## config.mk

```make
export PLATFORM = sky130hd
export DESIGN_NAME = wrr_arbiter
export DESIGN_NICKNAME = d
export VERILOG_FILES = /design/src/verilog/wrr_pkg.sv /design/src/verilog/credit_bank.sv /design/src/verilog/rr_arbiter.sv /design/src/verilog/weight_update_fsm.sv /design/src/verilog/wrr_arbiter.sv
export SDC_FILE = /design/constraint.sdc
export NUM_CORES = 1
export LEC_CHECK = 0
export ABC_CLOCK_PERIOD_IN_PS = 6300
export BUFFER_PORTS_ARGS = -buffer_cell sky130_fd_sc_hd__buf_2
export CAP_MARGIN = 20
export CORE_MARGIN = 3
export CORE_UTILIZATION = 35
export CTS_CLUSTER_DIAMETER = 100
export CTS_CLUSTER_SIZE = 8
export DETAILED_ROUTE_END_ITERATION = 8
export MAX_ROUTING_LAYER = met4
export PLACE_DENSITY = 0.55
export SLEW_MARGIN = 30
export SYNTH_ARGS = -nofsm -noshare
export SYNTH_HDL_FRONTEND = slang
export SYNTH_HIERARCHICAL = 1
export SYNTH_SLANG_ARGS = --single-unit
```

## constraint.sdc

```tcl
create_clock -name clk -period 6.3 [get_ports clk]
set_input_delay 0.315 -clock clk [delete_from_list [all_inputs] [get_ports clk]]
set_output_delay 0.315 -clock clk [all_outputs]
set_load 0.1 [all_outputs]
```

## src/verilog/wrr_pkg.sv

```systemverilog
// Shared constants and types for the weighted round-robin arbiter.
// Every RTL file imports this package inside its module body and uses
// scoped names in its port list.
// It holds the client count, weight width, sequencer timing and the
// grant struct that leaves the top level.

package wrr_pkg;

        // ----------------------------------------------------------
        // Sizes
        // ----------------------------------------------------------

        // Number of requesting clients, kept a power of two
        localparam int NUM_CLIENTS = 4;
        // Width of a client index
        localparam int CLIENT_ID_W = 2;
        // Width of one weight and one credit counter
        localparam int WEIGHT_W = 4;

        // ----------------------------------------------------------
        // Weight update sequencer timing
        // ----------------------------------------------------------

        // Drain lasts DRAIN_CYCLES+1 cycles
        localparam int DRAIN_CYCLES = 2;
        // Stabilize lasts STABILIZE_CYCLES+1 cycles
        localparam int STABILIZE_CYCLES = 3;
        // Down-counter wide enough for the larger of the two
        localparam int SEQ_TIMER_W = 2;

        // ----------------------------------------------------------
        // Types
        // ----------------------------------------------------------

        // One bit per client, used for requests, masks and grants
        typedef logic [NUM_CLIENTS-1:0] client_vec_t;

        // Single weight or credit value
        typedef logic [WEIGHT_W-1:0] weight_t;

        // All weights, client 0 in the low nibble
        typedef weight_t [NUM_CLIENTS-1:0] weight_vec_t;

        // Grant output, a one-cycle pulse
        typedef struct packed {
                logic                   valid;
                client_vec_t            onehot;
                logic [CLIENT_ID_W-1:0] id;
        } grant_t;

        // One-hot states of the weight update sequencer
        typedef enum logic [3:0] {
                W_IDLE      = 4'b0001,
                W_DRAIN     = 4'b0010,
                W_UPDATE    = 4'b0100,
                W_STABILIZE = 4'b1000
        } weight_state_t;

endpackage
```

## src/verilog/credit_bank.sv

```systemverilog
// Credit bank of the weighted round-robin arbiter.
// Keeps one credit counter per client, decides which requests are
// eligible and triggers a global replenish once every requesting client
// has run dry. Its output is the filtered request vector that feeds the
// base round-robin arbiter one register stage ahead of the grant.

`timescale 1ns/1ps

module credit_bank (
        input  logic                 clk,
        input  logic                 arst_n,
        input  wrr_pkg::weight_vec_t active_weights,
        input  logic                 arb_enable,
        input  logic                 reload,
        input  wrr_pkg::client_vec_t request,
        input  logic                 block_arb,
        input  wrr_pkg::grant_t      gnt,
        output wrr_pkg::client_vec_t arb_req
);

        import wrr_pkg::*;

        // One counter per client, client 0 in the low nibble
        weight_vec_t r_credit;

        client_vec_t w_req_post;
        client_vec_t w_valid_client;
        client_vec_t w_has_crd;
        client_vec_t w_eligible;
        client_vec_t w_more_than_one;
        logic        w_global_replenish;
        logic        w_multiple_eligible;

        // External block removes every request
        assign w_req_post = block_arb ? '0 : request;

        // ----------------------------------------------------------
        // Per-client credit status
        // ----------------------------------------------------------

        always_comb begin
                for (int i = 0; i < NUM_CLIENTS; i++) begin
                        // Weight zero disables the client for good
                        w_valid_client[i]  = (active_weights[i] != '0);
                        w_has_crd[i]       = (r_credit[i] != '0) && w_valid_client[i];
                        w_more_than_one[i] = (r_credit[i] > WEIGHT_W'(1));
                end
        end

        // Nobody requesting still holds credit, so refill everyone
        assign w_global_replenish = arb_enable && (|w_req_post) &&
                                    !(|(w_req_post & w_has_crd));

        // Requesting with credit, or any nonzero weight on a replenish
        assign w_eligible = w_req_post &
                            (w_has_crd | (w_global_replenish ? w_valid_client : '0));

        assign w_multiple_eligible = ($countones(w_eligible) > 1);

        // ----------------------------------------------------------
        // Request masking
        // ----------------------------------------------------------

        // Last winner steps aside when others are waiting.
        // A lone client with credit to spare keeps its request
        assign arb_req = (w_eligible & ~gnt.onehot) |
                         ({NUM_CLIENTS{!w_multiple_eligible}} & w_eligible & w_more_than_one);

        // ----------------------------------------------------------
        // Credit counters
        // ----------------------------------------------------------

        always_ff @(posedge clk or negedge arst_n) begin
                if (!arst_n) begin
                        // One credit each, matching the reset weights
                        r_credit <= {NUM_CLIENTS{WEIGHT_W'(1)}};
                end else begin
                        for (int i = 0; i < NUM_CLIENTS; i++) begin
                                if (reload || w_global_replenish) begin
                                        // Zero weight reloads to zero credit
                                        r_credit[i] <= active_weights[i];
                                end else if (gnt.valid && gnt.onehot[i] &&
                                             (r_credit[i] != '0)) begin
                                        // Grant completes in its own cycle
                                        r_credit[i] <= r_credit[i] - WEIGHT_W'(1);
                                end
                        end
                end
        end

endmodule

```

## src/verilog/rr_arbiter.sv

```systemverilog
// Base round-robin arbiter below the credit bank.
// Picks the first set request at or after a rotating pointer and
// registers the winner as a one-hot grant with its encoded id.
// The pointer moves just past each winner, and nothing is granted
// while arb_enable is low.

`timescale 1ns/1ps

module rr_arbiter (
        input  logic                 clk,
        input  logic                 arst_n,
        input  wrr_pkg::client_vec_t arb_req,
        input  logic                 arb_enable,
        output wrr_pkg::grant_t      gnt
);

        import wrr_pkg::*;

        // Highest priority client for the next pick
        logic [CLIENT_ID_W-1:0] r_ptr;
        grant_t                 r_gnt;

        logic                   w_found;
        logic [CLIENT_ID_W-1:0] w_pick_id;
        client_vec_t            w_pick_onehot;

        // ----------------------------------------------------------
        // Rotating priority search
        // ----------------------------------------------------------

        always_comb begin
                logic [CLIENT_ID_W-1:0] idx;

                w_found   = 1'b0;
                w_pick_id = '0;
                idx       = '0;
                for (int i = 0; i < NUM_CLIENTS; i++) begin
                        // Index wraps on its own since the count is a power of two
                        idx = r_ptr + CLIENT_ID_W'(i);
                        if (!w_found && arb_req[idx]) begin
                                w_found   = 1'b1;
                                w_pick_id = idx;
                        end
                end
        end

        // Decode the winner back to one-hot
        assign w_pick_onehot = w_found ? (client_vec_t'(1) << w_pick_id) : '0;

        // ----------------------------------------------------------
        // Grant register and pointer
        // ----------------------------------------------------------

        always_ff @(posedge clk or negedge arst_n) begin
                if (!arst_n) begin
                        r_ptr <= '0;
                        r_gnt <= '0;
                end else begin
                        if (arb_enable && w_found) begin
                                r_gnt.valid  <= 1'b1;
                                r_gnt.onehot <= w_pick_onehot;
                                r_gnt.id     <= w_pick_id;
                                // Winner drops to lowest priority
                                r_ptr        <= w_pick_id + CLIENT_ID_W'(1);
                        end else begin
                                // Grant is a single-cycle pulse
                                r_gnt <= '0;
                        end
                end
        end

        assign gnt = r_gnt;

endmodule

```

## src/verilog/weight_update_fsm.sv

```systemverilog
// Weight update sequencer for the weighted round-robin arbiter.
// Watches the incoming weights and, on any change, walks through
// drain, update and stabilize before letting arbitration resume.
// The active weights are held in a shadow register and swapped in a
// single cycle so the credit logic only ever sees a complete set.

`timescale 1ns/1ps

module weight_update_fsm (
        input  logic                clk,
        input  logic                arst_n,
        input  wrr_pkg::weight_vec_t weights,
        output wrr_pkg::weight_vec_t active_weights,
        output logic                arb_enable,
        output logic                reload
);

        import wrr_pkg::*;

        weight_state_t          r_state;
        logic [SEQ_TIMER_W-1:0] r_timer;
        // Shadow copy of the weights in use
        weight_vec_t            r_active;
        logic                   w_change;

        // Any difference in any client starts a new sequence
        assign w_change = (weights != r_active);

        // ----------------------------------------------------------
        // Sequencer
        // ----------------------------------------------------------

        always_ff @(posedge clk or negedge arst_n) begin
                if (!arst_n) begin
                        r_state  <= W_IDLE;
                        r_timer  <= '0;
                        // Weight 1 per client out of reset
                        r_active <= {NUM_CLIENTS{WEIGHT_W'(1)}};
                end else begin
                        case (r_state)
                                W_IDLE: begin
                                        if (w_change) begin
                                                r_state <= W_DRAIN;
                                                r_timer <= SEQ_TIMER_W'(DRAIN_CYCLES);
                                        end
                                end
                                W_DRAIN: begin
                                        // Let the grant in flight settle
                                        if (r_timer == '0) begin
                                                r_state <= W_UPDATE;
                                        end else begin
                                                r_timer <= r_timer - 1'b1;
                                        end
                                end
                                W_UPDATE: begin
                                        // Atomic swap of the whole weight set
                                        r_active <= weights;
                                        r_state  <= W_STABILIZE;
                                        r_timer  <= SEQ_TIMER_W'(STABILIZE_CYCLES);
                                end
                                W_STABILIZE: begin
                                        // Credits reload from the new set here
                                        if (r_timer == '0) begin
                                                r_state <= W_IDLE;
                                        end else begin
                                                r_timer <= r_timer - 1'b1;
                                        end
                                end
                                default: begin
                                        // Illegal encoding, go back to idle
                                        r_state <= W_IDLE;
                                        r_timer <= '0;
                                end
                        endcase
                end
        end

        // ----------------------------------------------------------
        // Outputs
        // ----------------------------------------------------------

        assign active_weights = r_active;
        // Grants only in idle
        assign arb_enable     = (r_state == W_IDLE);
        // Credit reload while stabilizing
        assign reload         = (r_state == W_STABILIZE);

endmodule

```

## src/verilog/wrr_arbiter.sv

```systemverilog
// Top level of the four-client weighted round-robin arbiter.
// The weight sequencer feeds active weights to the credit bank, which
// filters the requests for the base round-robin arbiter. The registered
// grant goes out on gnt and loops back to the credit bank.

`timescale 1ns/1ps

module wrr_arbiter (
        input  logic                 clk,
        input  logic                 arst_n,
        input  logic                 block_arb,
        input  wrr_pkg::weight_vec_t weights,
        input  wrr_pkg::client_vec_t request,
        output wrr_pkg::grant_t      gnt
);

        import wrr_pkg::*;

        // ----------------------------------------------------------
        // Internal connections
        // ----------------------------------------------------------

        weight_vec_t w_active_weights;
        logic        w_arb_enable;
        logic        w_reload;
        // Credit filtered requests into the base arbiter
        client_vec_t w_arb_req;

        // Weight change sequencing and shadow weights
        weight_update_fsm u_weight_fsm (
                .clk            (clk),
                .arst_n         (arst_n),
                .weights        (weights),
                .active_weights (w_active_weights),
                .arb_enable     (w_arb_enable),
                .reload         (w_reload)
        );

        // Credits, eligibility and fairness masking
        credit_bank u_credit_bank (
                .clk            (clk),
                .arst_n         (arst_n),
                .active_weights (w_active_weights),
                .arb_enable     (w_arb_enable),
                .reload         (w_reload),
                .request        (request),
                .block_arb      (block_arb),
                .gnt            (gnt),
                .arb_req        (w_arb_req)
        );

        // Registered round-robin pick
        rr_arbiter u_rr_arbiter (
                .clk        (clk),
                .arst_n     (arst_n),
                .arb_req    (w_arb_req),
                .arb_enable (w_arb_enable),
                .gnt        (gnt)
        );

endmodule

```

==> impl_metrics.ini <==
[clock_tree]
cts.sink_count = 47
ctsResizeCount = 0
cts_tree = done
holdBufCountCts = 0
cts_buffers = 5
cts_setup_buffers = 0
clock_latency_ps = 310
cts.path.max_buffers = 2
cts_max_level = 2
clockRootBuffer = clkbuf_8
clk_pin_slew_ps = 100

[grt]
grt_pass1_vias = 2099
grt_pass1_wl_mm = 10.6
grtUsageTotal = 0.140
gr-total-overflow = 0
antenna_found_initial = 0
grt_max_degree = 48

[critical_path]
worstReg2RegEnd = u_rr_arbiter/r_ptr[1]
critPathLaunchType = register
worst_path_largest_cell_delay_ps = 650
crit_fanout = 6
critPathRequiredTime_ps = 6490
crit_type = reg -> reg
regToRegSetupSlack_ps = 1510
path_cells = inv_1, ha_1, or3b_2, nor4bb_1, nor4_4, o21ai_0, inv_1, fa_1, or4bb_1, o21ai_1, o21ai_0, o41ai_4, inv_2, and3_1, a211o_1
worstRegToRegCells = 15
reg2reg_from = u_credit_bank/r_credit[8]
endpoint_kind = register
crit_family = simple AND/OR/NAND/NOR gates
worst-path-buf-inv = 3
slowest_stage = nor4bb_1
worstPathArrival_ps = 4980

[sta]
drv_slew = 0
postLayoutSetupSlackWorst_ps = 1510
skew_ps = 18.3
fin_crit_ps = 4790
totalNegativeSetupSlack_ps = 0
grt_setup_unrepaired = no
worst_pin_slew_ps = 798
timing.fmax_mhz = 209
final-setup-viol-count = 0
hold_viol = 0
slew_headroom = 0.460
fin_crit_sh = 0.761

[synth]
yosysUniqueCellTypes = 60
ys_seq_area_frac = 0.396
synth_fp_nets = 305
synth.most_common_cell = dfrtp_1
syn_area_sq_mm = 0.00300
yosys-top-cells-count = dfrtp_1, xnor2_1, mux2_2
synth_top_cell_by_area = dfrtp_1
synth.area.top_cells = dfrtp_1, mux2_2, dfstp_2
syn_area_per_cell_sq_um = 11.0
syn_inst = 272
ys_warn_count = 6
ys.flop_type = dfrtp_1
synth_top_area_share = 0.317
async_flop_share = 1.00
synth-edff-count = 0
synth-seq-cells = 47

[placement]
port_buffers = 29
place_hpwl_mm = 4.97
placed_cells = 399
dp_slack_ps = 1590
gp_congestion = 0.843

[layout]
fin_cells = 407
nets = 334
n_fill_cell = 838
final_core_util = 0.402
n_antenna_cell = 0
drive_gt1_frac = 0.318
regArea_sq_mm = 0.00119
multi_input_area_sq_mm = 0.00171
area_growth_pct = 10.9

[floorplan]
die_w_microns = 98.5
initial_utilization = 0.363
die_area_sq_mm = 0.00971
core_area_sq_mm = 0.00826
pin_count = 30
placementRows = 33
chipHeight_microns = 98.5

[power]
pwr-share-seq = 0.387
pwr-share-comb = 0.503
power_density_mw_per_mm2 = 504
swShare = 0.440
peakVddDrop_v = 0.000206
leakagePower_nw = 1.41
intPower_mw = 0.938
p_sw_mw = 0.737
p_clk_frac = 0.111

[drt]
drc = 0
drtAntennaViolNets = 0
first_pass_iters = 4
vias = 2128
vias_per_cell = 5.23
wl_per_cell_microns = 15.7
drt_iter0_markers = 59
totalWireLength_mm = 6.39

[run]
drv_cap = 0

[hold_path]
hold_class = in -> async

[outcome]
status = finished clean
how the worst max path moves through the flow:
| stage | end | slack [ps] | cells past startpoint | from |
|---|---|---|---|---|
| after floorplan | u_rr_arbiter/r_ptr[1] | 1980 | 15 | u_credit_bank/r_credit[8] |
| after global placement | u_rr_arbiter/r_ptr[1] | 1730 | 15 | u_credit_bank/r_credit[8] |
| after detailed placement | u_rr_arbiter/r_ptr[1] | 1590 | 15 | u_credit_bank/r_credit[8] |
| after global routing | u_rr_arbiter/r_ptr[1] | 1170 | 15 | u_credit_bank/r_credit[8] |
| after CTS | u_rr_arbiter/r_ptr[1] | 1550 | 15 | u_credit_bank/r_credit[8] |
| final | u_rr_arbiter/r_ptr[1] | 1510 | 15 | u_credit_bank/r_credit[8] |
worst reg2reg max path, cell delays in order (launching register included):
cell and delay (ps):
dfstp_2 550, inv_1 60, ha_1 220, or3b_2 240, nor4bb_1 650, nor4_4 150
o21ai_0 240, inv_1 90, fa_1 550, or4bb_1 400, o21ai_1 230, o21ai_0 270
o41ai_4 550, inv_2 80, and3_1 170, a211o_1 230
flip-flops by register name, indices dropped and copies added, names as in the netlist:
register / flops
u_credit_bank/r_credit: 16
u_rr_arbiter/gnt: 7
u_rr_arbiter/r_ptr: 2
u_weight_fsm/active_weights: 16
u_weight_fsm/r_state: 4
u_weight_fsm/r_timer: 2
power by group through the flow:
stage	clock, mW	sequential (mW)	combinational, mW
finish	0.185	0.648	0.842
global route	0.206	0.674	0.931
CTS	0.193	0.650	0.850
detailed placement	0	0.656	0.846
global placement	0	0.651	0.837
floorplan	0	0.702	0.616
per-layer routing:
layer  wire (microns)  GRT usage
met5                0          -
met4               56     0.0315
met3              254     0.0255
met2             3020      0.221
met1             3070      0.189
area by class of cell:
class	instances	share of cell area
multi-input cells	203	0.514
flip-flops and latches	47	0.357
repair buffers	30	0.0467
well taps	105	0.0395
clock buffers	5	0.0207
inverters	14	0.0158
clock inverters	3	0.00602
through the flow:
step                      hold WS, ps  instance area, sq um  total power, mW
after global placement            516                  3230             1.49
after detailed placement          368                  3230             1.50
after CTS                        23.3                  3320             1.69
final                            15.9                  3320             1.67
after floorplan                  19.4                  3000             1.32
after global routing             51.6                  3320             1.81
kinds of logic after synthesis:
kind of cell,Yosys count,synth area share
simple gates,91,0.201
flops,47,0.396
compound gates,37,0.0935
mux,35,0.143
xor+xnor,30,0.0877
buf+inv,22,0.0338
fa+ha+maj,10,0.0443
layout by cell type (no fill, tap or decap), drive strengths merged, types with 3 or more instances in the layout:
cell,n
dfrtp,38
mux2,33
buf,30
xnor2,26
nor2,14
inv,14
nand2,14
ha,9
dfstp,9
o21ai,9
a21oi,9
nor3,9
and3,6
nand2b,6
clkbuf,5
or4,5
nand4,5
or3b,4
nand4b,4
nor3b,4
xor2,4
nor4,4
o31ai,3
nand3,3
and4b,3
o41ai,3
nor4b,3
Power figures use the tool's default switching activity.
